==> config.mk <==
export PLATFORM = sky130hd
export DESIGN_NAME = eg_top
export DESIGN_NICKNAME = d
export VERILOG_FILES = /design/src/source/eg_pkg.sv /design/src/source/eg_envelope.sv /design/src/source/eg_output.sv /design/src/source/eg_rate.sv /design/src/source/eg_regs.sv /design/src/source/eg_timer.sv /design/src/source/eg_top.sv
export VERILOG_INCLUDE_DIRS = /design/src /design/src/source
export SDC_FILE = /design/constraint.sdc
export NUM_CORES = 1
export LEC_CHECK = 0
export ABC_CLOCK_PERIOD_IN_PS = 18600
export BUFFER_PORTS_ARGS = -buffer_cell sky130_fd_sc_hd__buf_2
export CAP_MARGIN = 25
export CORE_UTILIZATION = 55
export DETAILED_ROUTE_END_ITERATION = 7
export HOLD_SLACK_MARGIN = 0.02
export PLACE_DENSITY = 0.72
export SETUP_SLACK_MARGIN = 0.15
export SKIP_CTS_REPAIR_TIMING = 1
export SLEW_MARGIN = 0
export SYNTH_ARGS = -nofsm -noshare
export SYNTH_HDL_FRONTEND = slang
export SYNTH_HIERARCHICAL = 1
export SYNTH_SLANG_ARGS = --single-unit
==> constraint.sdc <==
create_clock -name mclk_i -period 18.6 [get_ports mclk_i]
set_input_delay 2.79 -clock mclk_i [delete_from_list [all_inputs] [get_ports mclk_i]]
set_output_delay 2.79 -clock mclk_i [all_outputs]
set_load 0.03 [all_outputs]
==> src/source/eg_defs.svh <==
`default_nettype none

`ifndef EG_DEFS_SVH
`define EG_DEFS_SVH

// attenuation level width and the fully silent level.
`define EG_LEVEL_W 10
`define EG_LEVEL_MAX 10'd1023

// effective rate width and envelope counter width.
`define EG_RATE_W 6
`define EG_CNT_W 12

// clocks per sample and samples per envelope tick.
`define EG_SAMPLE_DIV 4
`define EG_SUBCNT_DIV 3

// effective rate thresholds.
`define EG_INSTANT_RATE 6'd62
`define EG_FAST_RATE 6'd48

// register map.
`define EG_ADDR_AR 3'd0
`define EG_ADDR_DR 3'd1
`define EG_ADDR_SR 3'd2
`define EG_ADDR_RR 3'd3
`define EG_ADDR_SL 3'd4
`define EG_ADDR_TL 3'd5
`define EG_ADDR_KSAM 3'd6
`define EG_ADDR_KC 3'd7

`endif

`default_nettype wire

==> src/source/eg_pkg.sv <==
`include "eg_defs.svh"

`default_nettype none

package eg_pkg;

	// envelope phases, in the same order as the rate registers.
	typedef enum logic [1:0]
	{
		EG_ATTACK = 2'd0,
		EG_DECAY = 2'd1,
		EG_SUSTAIN = 2'd2,
		EG_RELEASE = 2'd3
	} eg_state_t;

	// attenuation, 0 is loudest and all ones is silent.
	typedef logic [`EG_LEVEL_W-1:0] eg_level_t;

	// effective rate after key scaling.
	typedef logic [`EG_RATE_W-1:0] eg_rate_t;

	// rate as written to a register.
	typedef logic [4:0] eg_raw_rate_t;

	// level increment, 0 to 8.
	typedef logic [3:0] eg_inc_t;

endpackage

`default_nettype wire

==> src/source/eg_envelope.sv <==
`timescale 1ns/100ps

`include "eg_defs.svh"

`default_nettype none

module eg_envelope import eg_pkg::*;
	(
	input  logic mclk_i,
	input  logic rst_n_i,
	input  logic eg_tick_i,
	input  logic kon_i,
	input  logic step_i,
	input  eg_inc_t inc_i,
	input  eg_rate_t eff_rate_i,
	input  logic [3:0] sl_i,
	output eg_state_t state_o,
	output eg_level_t level_o
	);

	eg_state_t state_q;
	eg_state_t state_d;
	eg_level_t level_q;
	eg_level_t level_d;
	logic kon_q;
	logic kon_rise;
	logic [4:0] sl_level;
	logic sl_reach;
	logic quiet;
	logic [13:0] att_prod;
	logic [10:0] att_dec;
	eg_level_t att_next;
	logic [10:0] lin_sum;
	eg_level_t lin_next;

	assign kon_rise = kon_i && !kon_q;

	// a sustain level of 15 means the bottom of the range.
	assign sl_level = (sl_i == 4'hf) ? 5'h1f : {1'b0, sl_i};
	assign sl_reach = (level_q[9:5] == sl_level);
	assign quiet = (level_q[9:4] == 6'h3f);

	// exponential attack: the step shrinks as the level approaches zero.
	assign att_prod = level_q * inc_i;
	assign att_dec = {1'b0, att_prod[13:4]} + 11'd1;

	always_comb
	begin
		if (!step_i)
			att_next = level_q;
		else if (att_dec >= {1'b0, level_q})
			att_next = '0;
		else
			att_next = level_q - att_dec[9:0];
	end

	assign lin_sum = {1'b0, level_q} + inc_i;
	assign lin_next = lin_sum[10] ? `EG_LEVEL_MAX : lin_sum[9:0];

	always_comb
	begin
		state_d = state_q;
		level_d = level_q;
		if (kon_rise)
		begin
			state_d = EG_ATTACK;
			if (eff_rate_i >= `EG_INSTANT_RATE)
				level_d = '0;
		end
		else if (!kon_i && state_q != EG_RELEASE)
			state_d = EG_RELEASE;
		else if (state_q == EG_ATTACK)
		begin
			level_d = att_next;
			if (att_next == '0)
				state_d = EG_DECAY;
		end
		else if (quiet)
			level_d = `EG_LEVEL_MAX;
		else if (state_q == EG_DECAY && sl_reach)
			state_d = EG_SUSTAIN;
		else if (step_i)
			level_d = lin_next;
	end

	always_ff @(posedge mclk_i or negedge rst_n_i)
	begin
		if (!rst_n_i)
		begin
			kon_q <= 1'b0;
			state_q <= EG_RELEASE;
			level_q <= `EG_LEVEL_MAX;
		end
		else if (eg_tick_i)
		begin
			kon_q <= kon_i;
			state_q <= state_d;
			level_q <= level_d;
		end
	end

	// a pending key-on asks for the attack rate so the instant check sees it.
	assign state_o = kon_rise ? EG_ATTACK : state_q;
	assign level_o = level_q;

endmodule

`default_nettype wire

==> src/source/eg_output.sv <==
`timescale 1ns/100ps

`include "eg_defs.svh"

`default_nettype none

module eg_output import eg_pkg::*;
	(
	input  logic mclk_i,
	input  logic rst_n_i,
	input  eg_level_t level_i,
	input  logic [6:0] tl_i,
	input  logic [1:0] ams_i,
	input  logic [5:0] lfo_am_i,
	output eg_level_t eg_out_o
	);

	logic [6:0] am_val;
	logic [11:0] sum;

	always_comb
	begin
		case (ams_i)
			2'd0: am_val = '0;
			2'd1: am_val = {3'b000, lfo_am_i[5:2]};
			2'd2: am_val = {1'b0, lfo_am_i};
			default: am_val = {lfo_am_i, 1'b0};
		endcase
	end

	// total level counts in steps of eight attenuation units.
	assign sum = level_i + {tl_i, 3'b000} + am_val;

	always_ff @(posedge mclk_i or negedge rst_n_i)
	begin
		if (!rst_n_i)
			eg_out_o <= `EG_LEVEL_MAX;
		else if (sum[11:10] != 2'b00)
			eg_out_o <= `EG_LEVEL_MAX;
		else
			eg_out_o <= sum[9:0];
	end

endmodule

`default_nettype wire

==> src/source/eg_rate.sv <==
`timescale 1ns/100ps

`include "eg_defs.svh"

`default_nettype none

module eg_rate import eg_pkg::*;
	(
	input  eg_raw_rate_t rate_i,
	input  logic [1:0] ks_i,
	input  logic [4:0] kcode_i,
	input  logic [3:0] cnt_shift_i,
	output eg_rate_t eff_rate_o,
	output logic step_o,
	output eg_inc_t inc_o
	);

	logic [1:0] ks_sh;
	logic [4:0] ks_add;
	logic [6:0] rate_sum;
	eg_rate_t eff_rate;
	logic [3:0] rate_group;
	logic [3:0] shift_need;

	// key scaling 3 adds the whole key code, key scaling 0 only its top two bits.
	assign ks_sh = 2'd3 - ks_i;
	assign ks_add = kcode_i >> ks_sh;
	assign rate_sum = {rate_i, 1'b0} + ks_add;
	assign eff_rate = rate_sum[6] ? '1 : rate_sum[5:0];

	assign rate_group = eff_rate[5:2];
	assign shift_need = 4'd11 - rate_group;

	always_comb
	begin
		step_o = 1'b0;
		inc_o = 4'd1;
		if (rate_i != '0)
		begin
			if (eff_rate < `EG_FAST_RATE)
			begin
				// slow rates step only when the counter has enough trailing zeros.
				step_o = (cnt_shift_i >= shift_need);
			end
			else
			begin
				// group 15 also fits this shift and yields 8.
				step_o = 1'b1;
				inc_o = eg_inc_t'(1) << (rate_group - 4'd12);
			end
		end
	end

	assign eff_rate_o = eff_rate;

endmodule

`default_nettype wire

==> src/source/eg_regs.sv <==
`timescale 1ns/100ps

`include "eg_defs.svh"

`default_nettype none

module eg_regs import eg_pkg::*;
	(
	input  logic mclk_i,
	input  logic rst_n_i,
	input  logic wr_i,
	input  logic [2:0] addr_i,
	input  logic [7:0] wdata_i,
	input  eg_state_t state_i,
	output eg_raw_rate_t rate_o,
	output logic [3:0] sl_o,
	output logic [6:0] tl_o,
	output logic [1:0] ks_o,
	output logic [1:0] ams_o,
	output logic [4:0] kcode_o
	);

	eg_raw_rate_t ar_q;
	eg_raw_rate_t dr_q;
	eg_raw_rate_t sr_q;
	logic [3:0] rr_q;
	logic [3:0] sl_q;
	logic [6:0] tl_q;
	logic [1:0] ks_q;
	logic [1:0] ams_q;
	logic [4:0] kc_q;

	always_ff @(posedge mclk_i or negedge rst_n_i)
	begin
		if (!rst_n_i)
		begin
			ar_q <= '0;
			dr_q <= '0;
			sr_q <= '0;
			rr_q <= '0;
			sl_q <= '0;
			tl_q <= '0;
			ks_q <= '0;
			ams_q <= '0;
			kc_q <= '0;
		end
		else if (wr_i)
		begin
			case (addr_i)
				`EG_ADDR_AR: ar_q <= wdata_i[4:0];
				`EG_ADDR_DR: dr_q <= wdata_i[4:0];
				`EG_ADDR_SR: sr_q <= wdata_i[4:0];
				`EG_ADDR_RR: rr_q <= wdata_i[3:0];
				`EG_ADDR_SL: sl_q <= wdata_i[3:0];
				`EG_ADDR_TL: tl_q <= wdata_i[6:0];
				`EG_ADDR_KSAM:
				begin
					ks_q <= wdata_i[3:2];
					ams_q <= wdata_i[1:0];
				end
				default: kc_q <= wdata_i[4:0];
			endcase
		end
	end

	// release only has four bits, so it is doubled plus one to match the others.
	always_comb
	begin
		case (state_i)
			EG_ATTACK: rate_o = ar_q;
			EG_DECAY: rate_o = dr_q;
			EG_SUSTAIN: rate_o = sr_q;
			default: rate_o = {rr_q, 1'b1};
		endcase
	end

	assign sl_o = sl_q;
	assign tl_o = tl_q;
	assign ks_o = ks_q;
	assign ams_o = ams_q;
	assign kcode_o = kc_q;

endmodule

`default_nettype wire

==> src/source/eg_timer.sv <==
`timescale 1ns/100ps

`include "eg_defs.svh"

`default_nettype none

module eg_timer
	(
	input  logic mclk_i,
	input  logic rst_n_i,
	output logic sample_tick_o,
	output logic eg_tick_o,
	output logic [3:0] cnt_shift_o
	);

	localparam int DIV_W = $clog2(`EG_SAMPLE_DIV);
	localparam int SUB_W = $clog2(`EG_SUBCNT_DIV);

	logic [DIV_W-1:0] div_cnt;
	logic [SUB_W-1:0] subcnt;
	logic [`EG_CNT_W-1:0] eg_cnt;
	logic [`EG_CNT_W-1:0] eg_cnt_next;
	logic tick_now;

	// index of the lowest set bit, a counter of zero gives 0.
	function automatic logic [3:0] low_bit(input logic [`EG_CNT_W-1:0] value);
		logic [3:0] idx;
		idx = '0;
		for (int i = `EG_CNT_W - 1; i >= 0; i--)
		begin
			if (value[i])
				idx = 4'(i);
		end
		return idx;
	endfunction

	assign tick_now = sample_tick_o && (subcnt == SUB_W'(`EG_SUBCNT_DIV - 1));
	assign eg_cnt_next = eg_cnt + 1'b1;

	// the sample pulse sits one clock early so the envelope tick lands on a full period.
	always_ff @(posedge mclk_i or negedge rst_n_i)
	begin
		if (!rst_n_i)
		begin
			div_cnt <= '0;
			sample_tick_o <= 1'b0;
		end
		else
		begin
			sample_tick_o <= (div_cnt == DIV_W'(`EG_SAMPLE_DIV - 2));
			if (div_cnt == DIV_W'(`EG_SAMPLE_DIV - 1))
				div_cnt <= '0;
			else
				div_cnt <= div_cnt + 1'b1;
		end
	end

	always_ff @(posedge mclk_i or negedge rst_n_i)
	begin
		if (!rst_n_i)
		begin
			subcnt <= '0;
			eg_tick_o <= 1'b0;
		end
		else
		begin
			eg_tick_o <= tick_now;
			if (tick_now)
				subcnt <= '0;
			else if (sample_tick_o)
				subcnt <= subcnt + 1'b1;
		end
	end

	// the shift is taken from the new count so it is valid during the tick.
	always_ff @(posedge mclk_i or negedge rst_n_i)
	begin
		if (!rst_n_i)
		begin
			eg_cnt <= '0;
			cnt_shift_o <= '0;
		end
		else if (tick_now)
		begin
			eg_cnt <= eg_cnt_next;
			cnt_shift_o <= low_bit(eg_cnt_next);
		end
	end

endmodule

`default_nettype wire

==> src/source/eg_top.sv <==
`timescale 1ns/100ps

`default_nettype none

module eg_top import eg_pkg::*;
	(
	input  logic mclk_i,
	input  logic rst_n_i,
	input  logic wr_i,
	input  logic [2:0] addr_i,
	input  logic [7:0] wdata_i,
	input  logic kon_i,
	input  logic [5:0] lfo_am_i,
	output eg_level_t eg_out_o
	);

	eg_state_t state;
	eg_raw_rate_t rate;
	logic [3:0] sl;
	logic [6:0] tl;
	logic [1:0] ks;
	logic [1:0] ams;
	logic [4:0] kcode;
	logic eg_tick;
	logic [3:0] cnt_shift;
	eg_rate_t eff_rate;
	logic step;
	eg_inc_t inc;
	eg_level_t level;

	eg_regs u_regs
		(
		.mclk_i(mclk_i),
		.rst_n_i(rst_n_i),
		.wr_i(wr_i),
		.addr_i(addr_i),
		.wdata_i(wdata_i),
		.state_i(state),
		.rate_o(rate),
		.sl_o(sl),
		.tl_o(tl),
		.ks_o(ks),
		.ams_o(ams),
		.kcode_o(kcode)
		);

	// the sample pulse is only needed inside the timer.
	eg_timer u_timer
		(
		.mclk_i(mclk_i),
		.rst_n_i(rst_n_i),
		.sample_tick_o(),
		.eg_tick_o(eg_tick),
		.cnt_shift_o(cnt_shift)
		);

	eg_rate u_rate
		(
		.rate_i(rate),
		.ks_i(ks),
		.kcode_i(kcode),
		.cnt_shift_i(cnt_shift),
		.eff_rate_o(eff_rate),
		.step_o(step),
		.inc_o(inc)
		);

	eg_envelope u_envelope
		(
		.mclk_i(mclk_i),
		.rst_n_i(rst_n_i),
		.eg_tick_i(eg_tick),
		.kon_i(kon_i),
		.step_i(step),
		.inc_i(inc),
		.eff_rate_i(eff_rate),
		.sl_i(sl),
		.state_o(state),
		.level_o(level)
		);

	eg_output u_output
		(
		.mclk_i(mclk_i),
		.rst_n_i(rst_n_i),
		.level_i(level),
		.tl_i(tl),
		.ams_i(ams),
		.lfo_am_i(lfo_am_i),
		.eg_out_o(eg_out_o)
		);

endmodule

`default_nettype wire

[Word-level counts from Yosys, hierarchy flattened]
Index checks and enable logic that the tools add are counted.
Cells by class
  $lt $le $gt $ge: 4
  multiply operators: 1
  shifts and indexed selects: 2
  equal/unequal tests: 23
  add/subtract/negate cells: 12
  reduce and logical (&&, ||, !) cells: 27
  muxes and demuxes: 41
  bitwise operators: 1
  div/mod/pow operators: 0
Operator list (count)
  2-to-1 mux 10 bit: 11
  2-to-1 mux 4 bit: 14
  case mux 7 bit (3 select lines): 1
  2-to-1 mux 2 bit: 10
  AND reduction 2 bit: 8
  case mux 5 bit (3 select lines): 1
  multiplier 10 x 4 -> 14 bit: 1
  adder 12 x 1 -> 12 bit (second input constant): 1
  adder 12 x 7 -> 12 bit: 1
  adder 10 x 1 -> 11 bit (second input constant): 1
  adder 10 x 10 -> 11 bit: 1
  adder 10 x 4 -> 11 bit: 1
  greater-or-equal comparator 11 x 10 -> 1 bit: 1
  equality test 2 bit (second input constant): 5
  logical NOT 10 bit: 1
  subtractor 10 bit: 1
  equality test 3 bit (second input constant): 3
  nonzero test 4 bit: 2
  adder 6 x 5 -> 7 bit: 1
  OR reduction 7 bit: 1
  equality test 2 x 1 -> 1 bit (second input constant): 3
  equality test 3 x 2 -> 1 bit (second input constant): 2
  equality test 6 bit (second input constant): 1
  greater-or-equal comparator 6 bit (second input constant): 1
  28 further kinds: 38
Word-level totals
  memories kept: 0
  bits in writable memories: 0
  output and inout port bits: 10
  register bits: 84
  word-level logic and storage cells: 130
  latch bits: 0
  ROM bits: 0

[Logic depth before layout (Yosys ltp)]
Gate-level depths: netlist of the first run.
  word-level depth: 21
  mapped depth: 40

[Hierarchy]
Netlist of the first run, hierarchy kept.
Modules (own cells, without submodules)
  eg_envelope: times used 1, sequential area each 340.3 um2, area each 3329.4 um2, cells each 427
  eg_regs: times used 1, sequential area each 975.9 um2, area each 1647.8 um2, cells each 96
  eg_timer: times used 1, sequential area each 550.5 um2, area each 1362.6 um2, cells each 143
  eg_output: times used 1, sequential area each 262.8 um2, area each 1037.2 um2, cells each 109
  eg_rate: times used 1, sequential area each 0.0 um2, area each 550.5 um2, cells each 71

[Worst setup path after synthesis of the first run]
OpenSTA, ideal clock, no wires.
  path type: input to register
  from: input port kon_i
  to: register u_envelope.level_q[0], in the netlist u_envelope/level_o[0]
  data required time: 18.506 ns
  slack: 7.808 ns
  data arrival time: 10.698 ns
  library setup time: 0.094 ns
  stages on the path: 35
  path through: nand2b_1 > and2_1 > buf_2 > mux4_2 > ha_1 > a21oi_1 > nor3b_1 > nor3_1 > inv_1 > ha_1 > nand2b_4 > nor4_1 > ha_1 > fa_1 > inv_1 > fa_1 > inv_1 > ha_1 > a21oi_2 > o22ai_4 > o41ai_4 > mux2_4 > nor4_2 > xor2_1 > nor2_1 > xnor2_1 > ha_1 > a21bo_2 > a21o_1 > a21oi_1 > o21a_1 > o21ai_0 > a31oi_4 > nand2_1 > o311ai_2
On the way
  cells in the longest elaborated chain, start to end: 18
  elaborated cells on any way between the ends: 40
Ends and longest elaborated chain
  from (decl): RTL line eg_top.sv:12  | input logic kon_i,
  logical AND 1 bit (*): RTL line eg_envelope.sv:36  | assign kon_rise = kon_i && !kon_q;
  2-to-1 mux 2 bit (*): RTL line eg_envelope.sv:103  | assign state_o = kon_rise ? EG_ATTACK : state_q;
  named net state[0]: RTL line eg_top.sv:17  | eg_state_t state;
  equality test 2 bit, or another cell as far along: RTL line eg_regs.sv:69  | case (state_i)
  case mux 5 bit (3 select lines) (*): RTL line eg_regs.sv:69
  named net rate[1]: RTL line eg_top.sv:18  | eg_raw_rate_t rate;
  adder 6 x 5 -> 7 bit (*): RTL line eg_rate.sv:28  | assign rate_sum = {rate_i, 1'b0} + ks_add;
  2-to-1 mux 6 bit (*): RTL line eg_rate.sv:29  | assign eff_rate = rate_sum[6] ? '1 : rate_sum[5:0];
  named net eff_rate[4]: RTL line eg_top.sv:26  | eg_rate_t eff_rate;
  [... 4 more ...]
  named net inc[2]: RTL line eg_top.sv:28  | eg_inc_t inc;
  multiplier 10 x 4 -> 14 bit or adder 10 x 4 -> 11 bit (tied branches): RTL line eg_envelope.sv:44, eg_envelope.sv:57
  adder 10 x 1 -> 11 bit or 2-to-1 mux 10 bit (tied branches): RTL line eg_envelope.sv:45, eg_envelope.sv:58
  subtractor 10 bit, or another cell as far along: RTL line eg_envelope.sv:54  | att_next = level_q - att_dec[9:0];
  2-to-1 mux 10 bit (on tied branches): RTL line eg_envelope.sv:51, eg_envelope.sv:80
  2-to-1 mux 10 bit (on tied branches): RTL line eg_envelope.sv:49, eg_envelope.sv:78
  2-to-1 mux 10 bit (*): RTL line eg_envelope.sv:72  | else if (state_q == EG_ATTACK)
  2-to-1 mux 10 bit (*): RTL line eg_envelope.sv:70  | else if (!kon_i && state_q != EG_RELEASE)
  2-to-1 mux 10 bit (*): RTL line eg_envelope.sv:64  | if (kon_rise)
  to (signal assigned): RTL line eg_envelope.sv:92  | level_q <= `EG_LEVEL_MAX;
  to (signal assigned): RTL line eg_envelope.sv:98  | level_q <= level_d;
  to (decl): RTL line eg_envelope.sv:23  | eg_level_t level_q;
Mark *: on every way through the listed nets, which the timed path passes. The rest lies on a longest branch. The select of a mux whose other input is x is not followed.
A chain may end at the register's enable or synchronous reset.

[Worst setup path in the final report of the first run]
Same ends and word-level chain as after synthesis.

==> results.md, run 1 <==
Clock network:
- TritonCTS built the clock tree.
- The deepest clock path buffer count is 2.
- For the worst-skew pair, the clock arrives at the later sink with an insertion delay of 0.34 ns.
- After clock tree synthesis, the clock-pin slew on the worst setup and hold paths is 0.07 ns.
- For this design, the sink count on the clock tree is 83.
- The tree is rooted in a sky130_fd_sc_hd__clkbuf_16.
- CTS built an H-tree with a depth of 3.
- The number of buffers inserted during clock tree synthesis is 9.

Power and ir drop:
- The clock network fraction of design power is 12.2%.
- The sequential share of power is 19.1%.
- Summed over all nets, the switching power comes to 0.741 mW.
- The leakage power is 3.83 nW.
- Overall power consumption after layout is estimated at 1.51 mW.
- The worst vdd rail ir drop is 87.9 uV.
- The switching share of power is 49.2%.
- The internal power of the cells totals 0.764 mW.
- The cell area power density is 179 nW/um2.
- Per report_power, the combinational group accounts for 68.7% of the total.

STA:
- The final-report max-slew violation count was 0.
- Setup slack on the critical path of the routed design comes to 6.68 ns.
- For the pin with the worst max-slew slack, the measured transition is 0.975 ns.
- Setup violations remaining at the end of the flow were counted as 0.
- The final setup TNS is 0 ns.
- The share of the cycle needed by the critical path after routing is 64.1%.
- For the final database, setup skew stands at 0.00607 ns.
- The count of endpoints failing hold in the final timing report was 0.
- The time the final worst path needs with I/O delays and setup is 11.92 ns.
- The worst pin sits at a relative slew slack of 34.4%.
- Setup repair after global routing left no endpoint under its margin.
- The maximum clock frequency is 83.9 MHz.
- The tightest hold path in the finished design has a slack of 0.460 ns.

Detailed routing:
- The via count is 6,246.
- The number of violations reported at the end of detailed-routing iteration 0 is 485.
- The wire length per cell after detailed routing is 16.5 um.
- The wire length reported by the detailed router is 17.2 mm.
- The first detailed-routing pass took 5 iterations.
- The number of remaining DRC errors is 0.
- The remaining antenna violation count is 0.
- The mean number of vias per cell is 6.01.

Setup path:
- The worst setup path is launched from a primary input.
- The cell with the biggest individual delay on the critical path is sky130_fd_sc_hd__nor4_2.
- The class of the most critical setup path is in2reg.
- For this run, the slowest stage of the critical path takes 0.73 ns.
- The worst endpoint required time is 18.85 ns.
- Along the worst path, the maximum fanout reaches 10.
- The dominant cell type by count on the critical path is sky130_fd_sc_hd__ha_1.
- Data arrives at the worst endpoint at 12.17 ns.
- The element type at the critical path end is a flop.

Placement:
- The congestion estimate from routability-driven global placement came to 0.919.
- During placement, the flow inserted port buffers numbering 29.
- The post-place setup slack is 6.40 ns.
- The half-perimeter wire length of the detailed placement result is 13.0 mm.

Floorplan:
- The number of ports placed on the die boundary is 31.
- The floorplan has 43 rows.
- The height of the chip is 122 um.
- The placeable core region is 13,900 um2.
- The die width is 122 um.
- Once the floorplan was initialized, standard cells occupied 56.4% of the core.
- The floorplan step defined a die boundary enclosing 14,800 um2.

Yosys:
- The count of synthesis-stage warnings from yosys is 6.
- Dividing the synthesized area by the synthesized cell count gives 9.35 um2.
- After synthesis the cells add up to 7860 um2.
- The number of instances in the synthesized netlist is 841.
- Counting every net in the synthesized netlist gives 952.

Global route:
- After global routing the overflow that remains totals 0.
- The number of antenna violations at the first check in global routing is 1.
- The first global-routing pass estimated 29.4 mm of wire.
- The number of global-route vias before repair is 6,127.
- For this run, the total global-route usage over all layers was measured as 25.0%.
- The maximum number of pins on one net before global-route repair is 84.

Outcome:
- The flow ran to the end, and the final reports show no timing, DRC or antenna violations.

Cells and area:
- The layout-stage area growth over the synthesis result is 6.97%.
- The count of nets after finishing is 965.
- At the end of the flow the core is filled with cells to 60.4%.
- The count of antenna diodes in the layout is 0.
- In the final layout, the share of cells above drive strength 1 is 19.3%.
- The fill cell total of the finished layout is 1,173.

Hold path:
- The class of the worst hold path is reg2reg.

Run:
- The number of maximum-capacitance constraint violations is 0.
## metrics by stage
step | cell area, um2 | instances
floorplan | 7860 | 841
global placement | 8070 | 1021
detailed placement | 8080 | 1022
CTS | 8380 | 1038
global route | 8410 | 1039
finish | 8410 | 1039
## final cells by class
type,count,area [um2],share of cell area (%)
Clock inverter,7,81.3,0.967
Inverter,72,270,3.21
Timing Repair Buffer,33,198,2.35
Multi-Input combinational cell,655,5310,63.1
Tap cell,180,225,2.68
Sequential cell,83,2100,25.0
Clock buffer,9,225,2.68
## state kept, by name, indices dropped and copies added (netlist names), 2 cells and up
register,flops
u_regs/rr_q,4
u_regs/ams_o,2
u_regs/ks_o,2
u_timer/eg_cnt,12
u_regs/kcode_o,4
u_regs/sl_o,4
u_timer/div_cnt,2
u_regs/dr_q,5
u_regs/sr_q,5
u_regs/ar_q,5
u_regs/tl_o,7
u_envelope/level_o,10
u_output/eg_out_o,10
u_timer/cnt_shift_o,4
u_timer/subcnt,2
u_envelope/state_q,2
## final timing paths
path | from | endpoint | slack, ns | cells past startpoint
max | kon_i | u_envelope/level_o[0]$_DFFE_PN1P_ | 6.68 | 35
min | u_timer/div_cnt[0]$_DFF_PN0_ | u_timer/div_cnt[0]$_DFF_PN0_ | 0.46 | 1
max reg2reg | u_envelope/kon_q$_DFFE_PN0P_ | u_envelope/level_o[0]$_DFFE_PN1P_ | 8.81 | 34
min reg2reg | u_timer/div_cnt[0]$_DFF_PN0_ | u_timer/div_cnt[0]$_DFF_PN0_ | 0.46 | 1
max in group asynchronous | rst_n_i | u_output/eg_out_o[8]$_DFF_PN1_ | 15.71 | 2
min in group asynchronous | rst_n_i | u_regs/dr_q[4]$_DFFE_PN0P_ | 2.27 | 1
## cell usage in the layout (no fill, tap or decap), types with 5 or more instances in the layout
cell type,n
sky130_fd_sc_hd__mux2i_1,10
sky130_fd_sc_hd__a21o_1,11
sky130_fd_sc_hd__o21a_1,5
sky130_fd_sc_hd__and2_1,18
sky130_fd_sc_hd__nor4_1,6
sky130_fd_sc_hd__nor2b_1,14
sky130_fd_sc_hd__mux2_2,42
sky130_fd_sc_hd__clkbuf_16,9
sky130_fd_sc_hd__xor2_1,25
sky130_fd_sc_hd__nand2b_1,17
sky130_fd_sc_hd__ha_1,67
sky130_fd_sc_hd__nand4_1,11
sky130_fd_sc_hd__nand3_1,17
sky130_fd_sc_hd__nor3_1,22
sky130_fd_sc_hd__o21ai_1,7
sky130_fd_sc_hd__dfstp_2,22
sky130_fd_sc_hd__a31oi_1,11
sky130_fd_sc_hd__and3_1,10
sky130_fd_sc_hd__buf_2,28
sky130_fd_sc_hd__dfrtp_1,61
sky130_fd_sc_hd__fa_1,23
sky130_fd_sc_hd__nor2_1,58
sky130_fd_sc_hd__inv_1,71
sky130_fd_sc_hd__nand2_1,72
sky130_fd_sc_hd__o21ai_0,33
sky130_fd_sc_hd__a21oi_1,33
sky130_fd_sc_hd__xnor2_1,27
## layer usage
metal,GRT usage [%],part of all wire (%)
met4,6.64,1.2
met2,42.8,49
met3,3.56,4.7
met5,0,0.064
met1,33.0,45
## critical path: cells and delay by family
family	cells	cell delay, ns
xor+xnor	2	0.26
simple gates	9	2.81
fa+ha+maj	7	2.47
buf+inv	4	0.41
mux	2	0.98
compound gates	11	2.40
## power groups by stage
stage               Sequential (mW)  Combinational, mW  Clock [mW]
floorplan                     0.283              0.801           0
global placement              0.288              0.972           0
detailed placement            0.291               1.01           0
CTS                           0.288               1.02       0.188
global route                  0.295               1.14       0.196
finish                        0.288               1.03       0.183
(Power assumes the default switching activity.)
==> inputs of run 2 (changes only) <==
ABC_CLOCK_PERIOD_IN_PS = 9750   (was 18600)
PLACE_DENSITY = 0.75   (was 0.72)
clock period = 9.75 ns   (was 18.6 ns; I/O delays follow)
==> results.md, run 2 (synthesis results as in run 1) <==
Global route:
- In the global route stage, overall resource usage came out at 24.2%.
- The number of global-route vias before repair was 5,978.
- The wire length of the first global-routing pass is 28.6 mm.
- The number of antenna violations at the first check in global routing came to 0.
- The total overflow left after global routing is 0.
- Entering global routing, the biggest net connects 84 pins.

STA:
- Based on the critical path, the design can be clocked at up to 106 MHz.
- Headroom to the max-slew limit came out at 48.4%.
- The count of endpoints failing hold in the final timing report is 0.
- Setup violations remaining at the end of the flow were counted as 0.
- Counting I/O delays and the setup requirement, the final critical path takes 9.40 ns.
- The post-layout worst setup margin is 0.348 ns.
- The worst setup skew after layout is 0.00743 ns.
- The final-layout worst hold slack is 0.449 ns.
- The share of the cycle needed by the critical path after routing is 96.4%.
- The transition time at the pin with the least slew margin is 0.772 ns.
- Summed over all failing endpoints, the final setup total negative slack is 0 ns.
- The final-report max-slew violation count was 0.

Detailed routing:
- The detail route stage leaves a number of antenna-violating nets equal to 0.
- The number of detailed-route iterations in the first pass is 5.
- Using the TritonRoute via totals, the vias-per-cell ratio works out to 5.86.
- The number of violations reported at the end of detailed-routing iteration 0 is 364.
- The wire length per cell after detailed routing is 15.7 um.
- The wire length reported by the detailed router is 16.9 mm.
- The via count is 6,296.
- The number of remaining DRC errors is 0.

Run:
- Across the run, the number of max-cap violations was 0.

Setup path:
- Data arrives at the worst endpoint at 9.67 ns.
- The worst endpoint required time is 10.02 ns.
- The cell with the biggest individual delay on the critical path is sky130_fd_sc_hd__fa_1.
- The worst setup path is launched from a primary input.
- The worst register-to-register path begins at u_envelope/kon_q$_DFFE_PN0P_.
- The dominant cell type by count on the critical path is sky130_fd_sc_hd__inv_1.
- The critical path in this run is classified as in2reg.
- For this run, the slowest stage of the critical path takes 0.52 ns.
- Along the worst path, the maximum fanout reaches 6.
- The path depth of the worst reg2reg path is 41.
- The endpoint identified for the worst register-to-register timing path is u_envelope/level_o[2]$_DFFE_PN1P_.
- STA classifies the critical path endpoint as a flop.
- For flop-to-flop paths, the worst setup slack is 1.10 ns.

Power and ir drop:
- The relative contribution of combinational cells to total power is 70.6%.
- In this run the power density over the cells is 352 nW/um2.
- The sequential share of power is 17.7%.
- The analysis attributes to net switching a power of 1.45 mW.
- The clock network accounts for 11.7% of the total power.
- Overall power consumption after layout is estimated at 3.09 mW.
- In this run the static leakage power is 4.02 nW.
- Internal power comes to 1.64 mW.
- In this run switching power makes up 46.9% of total power.
- The worst vdd rail ir drop is 170 uV.

Cells and area:
- The share of cells above drive strength 1 is 23.6%.
- The final design area excluding fillers is 8780 um2.
- The final layout contains 1,000 nets.
- Relative to the synthesized area, the layout overhead comes to 11.7%.
- The register bank with the most flops is u_timer/eg_cnt.
- The register with the most flip-flops in the layout has 12 of them.
- Leaving out fill and tap cells, the most frequent cells in the layout are sky130_fd_sc_hd__nand2_1, sky130_fd_sc_hd__inv_1, sky130_fd_sc_hd__ha_1, sky130_fd_sc_hd__dfrtp_1, sky130_fd_sc_hd__nor2_1.

Floorplan:
- The height of the chip is 122 um.
- The die width is 122 um.
- Once the floorplan was initialized, standard cells occupied 56.4% of the core.
- The die covers 14,800 um2.
- The row count is 43.
- The number of ports placed on the die boundary is 31.
- The placeable core region is 13,900 um2.

Hold path:
- The path with the worst hold slack has its endpoint at u_timer/div_cnt[0]$_DFF_PN0_.
- The source of the worst hold timing path is u_timer/div_cnt[0]$_DFF_PN0_.
- The class of the worst hold path is reg2reg.
- Along the worst hold path, the cell count comes to 1.

Placement:
- The half-perimeter wire length of the detailed placement result is 12.6 mm.
- The post-place setup slack is -0.0307 ns.
- During placement, the flow inserted port buffers numbering 29.
- The global placer's final weighted congestion is 0.858.
- Once placement finished, the instance area stood at 8300 um2.

Clock network:
- The total number of clock tree sinks is 83.
- The clock passes through at most 2 buffers.
- The CTS tree is built.
- The number of clock buffers added by TritonCTS is 9.
- Clock-pin slew was measured on the worst setup and hold paths at 0.07 ns.
- The buffer type at the clock tree root is sky130_fd_sc_hd__clkbuf_16.
- The clock reaches the later pin of the worst-skew pair after 0.35 ns.
- The number of levels the H-tree was split into is 3.

Outcome:
- The run finished with clean final reports.
run 2: worst max-delay path, delay by kind of cell:
family,cells,cell delay (ns)
adder cells (fa/ha/maj),8,2.90
XOR/XNOR,2,0.35
buffers and inverters,8,0.91
AO/OA/AOI/OAI,11,1.87
AND/OR/NAND/NOR,11,1.74
multiplexers,2,0.41
run 2: layout make-up:
cell class / instances / area (um2)
inverters: 72 / 270
well taps: 180 / 225
clock buffers: 10 / 239
repair buffers: 68 / 484
diodes: 1 / 2.50
clock inverters: 6 / 76.3
flip-flops and latches: 83 / 2100
multi-input cells: 655 / 5380
fillers: 1136 / 5150
run 2: worst max path at each step:
stage	endpoint	slack [ns]	start
6_report	u_envelope/level_o[2]$_DFFE_PN1P_	0.35	kon_i
5_1_grt	u_envelope/level_o[6]$_DFFE_PN1P_	-0.07	kon_i
4_1_cts	u_envelope/level_o[2]$_DFFE_PN1P_	0.27	kon_i
3_5_place_dp	u_envelope/level_o[0]$_DFFE_PN1P_	-0.03	kon_i
3_3_place_gp	u_envelope/level_o[6]$_DFFE_PN1P_	0.14	kon_i
2_1_floorplan	u_envelope/level_o[0]$_DFFE_PN1P_	0.29	kon_i
run 2: power by group through the flow:
stage	Combinational (mW)	Clock (mW)	Sequential (mW)
finish	2.18	0.361	0.548
global route	2.42	0.383	0.561
CTS	2.06	0.369	0.548
detailed placement	2.05	0	0.553
global placement	2.00	0	0.550
floorplan	1.53	0	0.539
run 2: routing by layer:
metal  global-route usage, %  wire [um]  vias up
met5                       0          0        -
met4                    6.25        200        0
met3                    3.56        702       18
met2                    40.1       8110      137
met1                    33.0       7840     3068
li1                        -          -     3073
run 2: stage by stage:
stage | utilization [%] | instances
floorplan | - | 841
global placement | 59.6 | 1051
detailed placement | 59.6 | 1051
CTS | 61.8 | 1067
global route | 63.0 | 1074
finish | 63.0 | 1075
==> inputs of run 3 (changes only) <==
CELL_PAD_IN_SITES_DETAIL_PLACEMENT = 1   (was default)
CELL_PAD_IN_SITES_GLOBAL_PLACEMENT = 2   (was default)
CORE_UTILIZATION = 37   (was 55)
PLACE_DENSITY = default   (was 0.75)
PLACE_DENSITY_LB_ADDON = 0.1   (was default)
==> results.md, run 3 (synthesis results as in run 1) <==
Outcome:
- The flow ran to the end, and the final reports show no timing, DRC or antenna violations.

Placement:
- The number of input and output port buffers inserted is 29.
- The cell count after placement is 1,153.
- The post-place setup slack is -0.167 ns.
- At the end of routability-driven placement, the weighted congestion stood at 0.799.
- Summed over all nets, the half-perimeter wirelength after detailed placement is 16.2 mm.

Global route:
- Entering global routing, the biggest net connects 84 pins.
- Global routing finished with a remaining overflow of 0.
- The overall routing resource usage is 20.2%.
- The number of antenna violations at the first check in global routing is 0.
- The wire length of the first global-routing pass is 35.0 mm.
- The number of global-route vias before repair is 6,767.

Cells and area:
- The count of antenna diodes in the layout is 0.
- Compared with the post-synthesis result, the final layout area differs by 15.4%.
- The fill cell total of the finished layout is 2,388.
- The share of cells above drive strength 1 is 26.6%.
- For this run, the number of standard cells in the final layout without fillers is 1,177.
- In the layout the commonest cells are sky130_fd_sc_hd__nand2_1, sky130_fd_sc_hd__inv_1, sky130_fd_sc_hd__dfrtp_1, sky130_fd_sc_hd__ha_1, sky130_fd_sc_hd__nor2_1.
- Registers take 2100 um2.
- In the final layout, the multi-input gates occupy 5470 um2.
- The library cell used most frequently in the layout, excluding fill and tap cells, is sky130_fd_sc_hd__nand2_1.
- The register with the most flip-flops in the layout has 12 of them.
- In the final design database the tool counted 1,013 nets.
- The register bank with the most flops is u_timer/eg_cnt.

STA:
- Setup slack closes at 0.600 ns.
- For the pin with the worst max-slew slack, the measured transition is 0.723 ns.
- The worst path needs 9.15 ns of the cycle, external delays included.
- The final-report max-slew violation count is 0.
- The worst-case headroom to the max-slew limit is 51.7%.
- The maximum clock frequency is 109 MHz.
- The worst setup skew after layout is 0.0161 ns.
- The share of the cycle needed by the critical path after routing is 93.8%.
- Setup repair after global routing left no endpoint under its margin.
- The count of endpoints failing hold in the final timing report is 0.
- Setup violations remaining at the end of the flow were counted as 0.

Power and ir drop:
- Cell internal power was estimated by the tool at 1.65 mW.
- The switching share of power is 48.7%.
- The power dissipated by switching net loads is 1.57 mW.
- The relative contribution of combinational cells to total power is 71.8%.
- The cell area power density is 355 nW/um2.
- VDD sags by at most 120 uV.
- The sequential share of power is 17.2%.
- For this design the static power due to leakage is 4.09 nW.
- Per report_power, the clock group accounts for 10.9% of the total.

Detailed routing:
- In this run the remaining antenna-violating nets after routing total 0.
- Using the TritonRoute via totals, the vias-per-cell ratio works out to 5.42.
- Across all layers, the routed design uses 6,379 vias.
- The detailed router finished its first iteration with 185 violations.
- The first detailed-routing pass ran for 4 iterations.
- After detailed routing, the number of remaining DRC violations is 0.
- After detailed routing, the average wire length per cell comes to 17.9 um.
- The final layout contains routed wiring with a total length of 21.0 mm.

Setup path:
- The worst setup path is captured at a flop.
- The largest individual stage delay along the critical path comes from the cell sky130_fd_sc_hd__mux4_2.
- Tracing the worst setup path back leads to its startpoint at kon_i.
- The worst endpoint required time is 10.03 ns.
- The biggest fanout along the worst timing path is 6.
- STA classifies the critical path startpoint as a primary input.
- The reg-to-reg startpoint is u_envelope/state_q[0]$_DFFE_PN1P_.
- The arrival time of data at the critical path endpoint is 9.43 ns.
- The worst setup path is of the in2reg kind.
- The delay of the slowest cell on the worst path is 0.56 ns.

Clock network:
- The clock passes through at most 2 buffers.
- The clock edge transition at the registers on the reported setup and hold paths is 0.07 ns.
- The root buffer cell chosen for the clock tree is sky130_fd_sc_hd__clkbuf_16.
- TritonCTS built the clock tree.
- For the worst-skew pair, the clock arrives at the later sink with an insertion delay of 0.36 ns.
- The number of clock buffers added by TritonCTS is 9.
- The total number of clock tree sinks is 83.
- CTS built an H-tree with a depth of 3.

Run:
- The number of maximum-capacitance constraint violations is 0.

Floorplan:
- The starting density of the core is 38.2%.
- After floorplanning, the core was sized to cover 20,600 um2.
- The row count is 52.
- Measured along the y axis, the die boundary spans 148 um.
- For this design the top-level I/O count stands at 31.
- The full die area is 21,800 um2.
- In this run the horizontal extent of the chip is 148 um.

Hold path:
- The startpoint identified for the worst hold timing path is u_timer/div_cnt[0]$_DFF_PN0_.
- The worst hold path belongs to the class reg2reg.
run 3: cell types whose count changed in the layout (fill, tap and decap cells not counted), sizes merged:
cell and delta:
diode -1, clkdlybuf4s15 +1, inv -3, buf +11
bufinv -1, clkinv +5
run 3: final timing paths:
path                            slack (ns)                                end  depth (start not counted)
worst max-delay path                  0.60  u_envelope/level_o[9]$_DFFE_PN1P_                         38
worst min-delay path                  0.46       u_timer/div_cnt[0]$_DFF_PN0_                          1
worst max register to register        1.34  u_envelope/level_o[9]$_DFFE_PN1P_                         36
worst min register to register        0.46       u_timer/div_cnt[0]$_DFF_PN0_                          1
max in group asynchronous             8.14  u_envelope/level_o[9]$_DFFE_PN1P_                          2
min in group asynchronous             1.19     u_output/eg_out_o[8]$_DFF_PN1_                          1
run 3: per-stage QoR:
step | util [%] | cell area, um2 | total power [mW] | TNS, ns | hold slack [ns]
after global routing | 44.2 | 9080 | 3.53 | 0 | 0.508
final | 44.2 | 9080 | 3.22 | 0 | 0.463
after detailed placement | 41.4 | 8500 | 2.74 | -1.13 | 0.461
after global placement | 41.4 | 8500 | 2.66 | -0.346 | 0.434
after floorplan | - | 7860 | 2.07 | 0 | 0.422
after CTS | 42.9 | 8810 | 3.11 | 0 | 0.471
run 3: layout make-up:
class                   count  area share (%)
well taps                 270            3.72
clock buffers               9            2.48
repair buffers             81            6.48
multi-input cells         655            60.3
inverters                  72            2.98
clock inverters             7           0.896
flip-flops and latches     83            23.2
run 3: per-layer routing:
metal  vias up  wire, um  part of all wire, %  global-route usage, %
li1       3084         -                    -                      -
met1      3218      9750                   46                   26.0
met2        58     10600                   50                   35.9
met3        19       482                  2.3                   2.90
met4         0       213                  1.0                   3.87
met5         -         0                    0                      0
run 3: worst max-delay path, delay by kind of cell:
kind                       cells  cell delay (ns)
adders and majority gates      6             2.28
buffers and inverters          6             0.82
xor gates and xnor gates       2             0.32
muxes                          1             0.56
AOI/OAI and AO/OA             12             2.32
and+or+nand+nor               11             1.66
run 3: power by group through the flow:
| stage | combinational [mW] | sequential (mW) | clock, mW |
|---|---|---|---|
| 3_3_place_gp | 2.10 | 0.560 | 0 |
| 5_1_grt | 2.58 | 0.570 | 0.378 |
| 6_report | 2.31 | 0.554 | 0.352 |
| 3_5_place_dp | 2.17 | 0.565 | 0 |
| 2_1_floorplan | 1.53 | 0.539 | 0 |
| 4_1_cts | 2.19 | 0.558 | 0.366 |
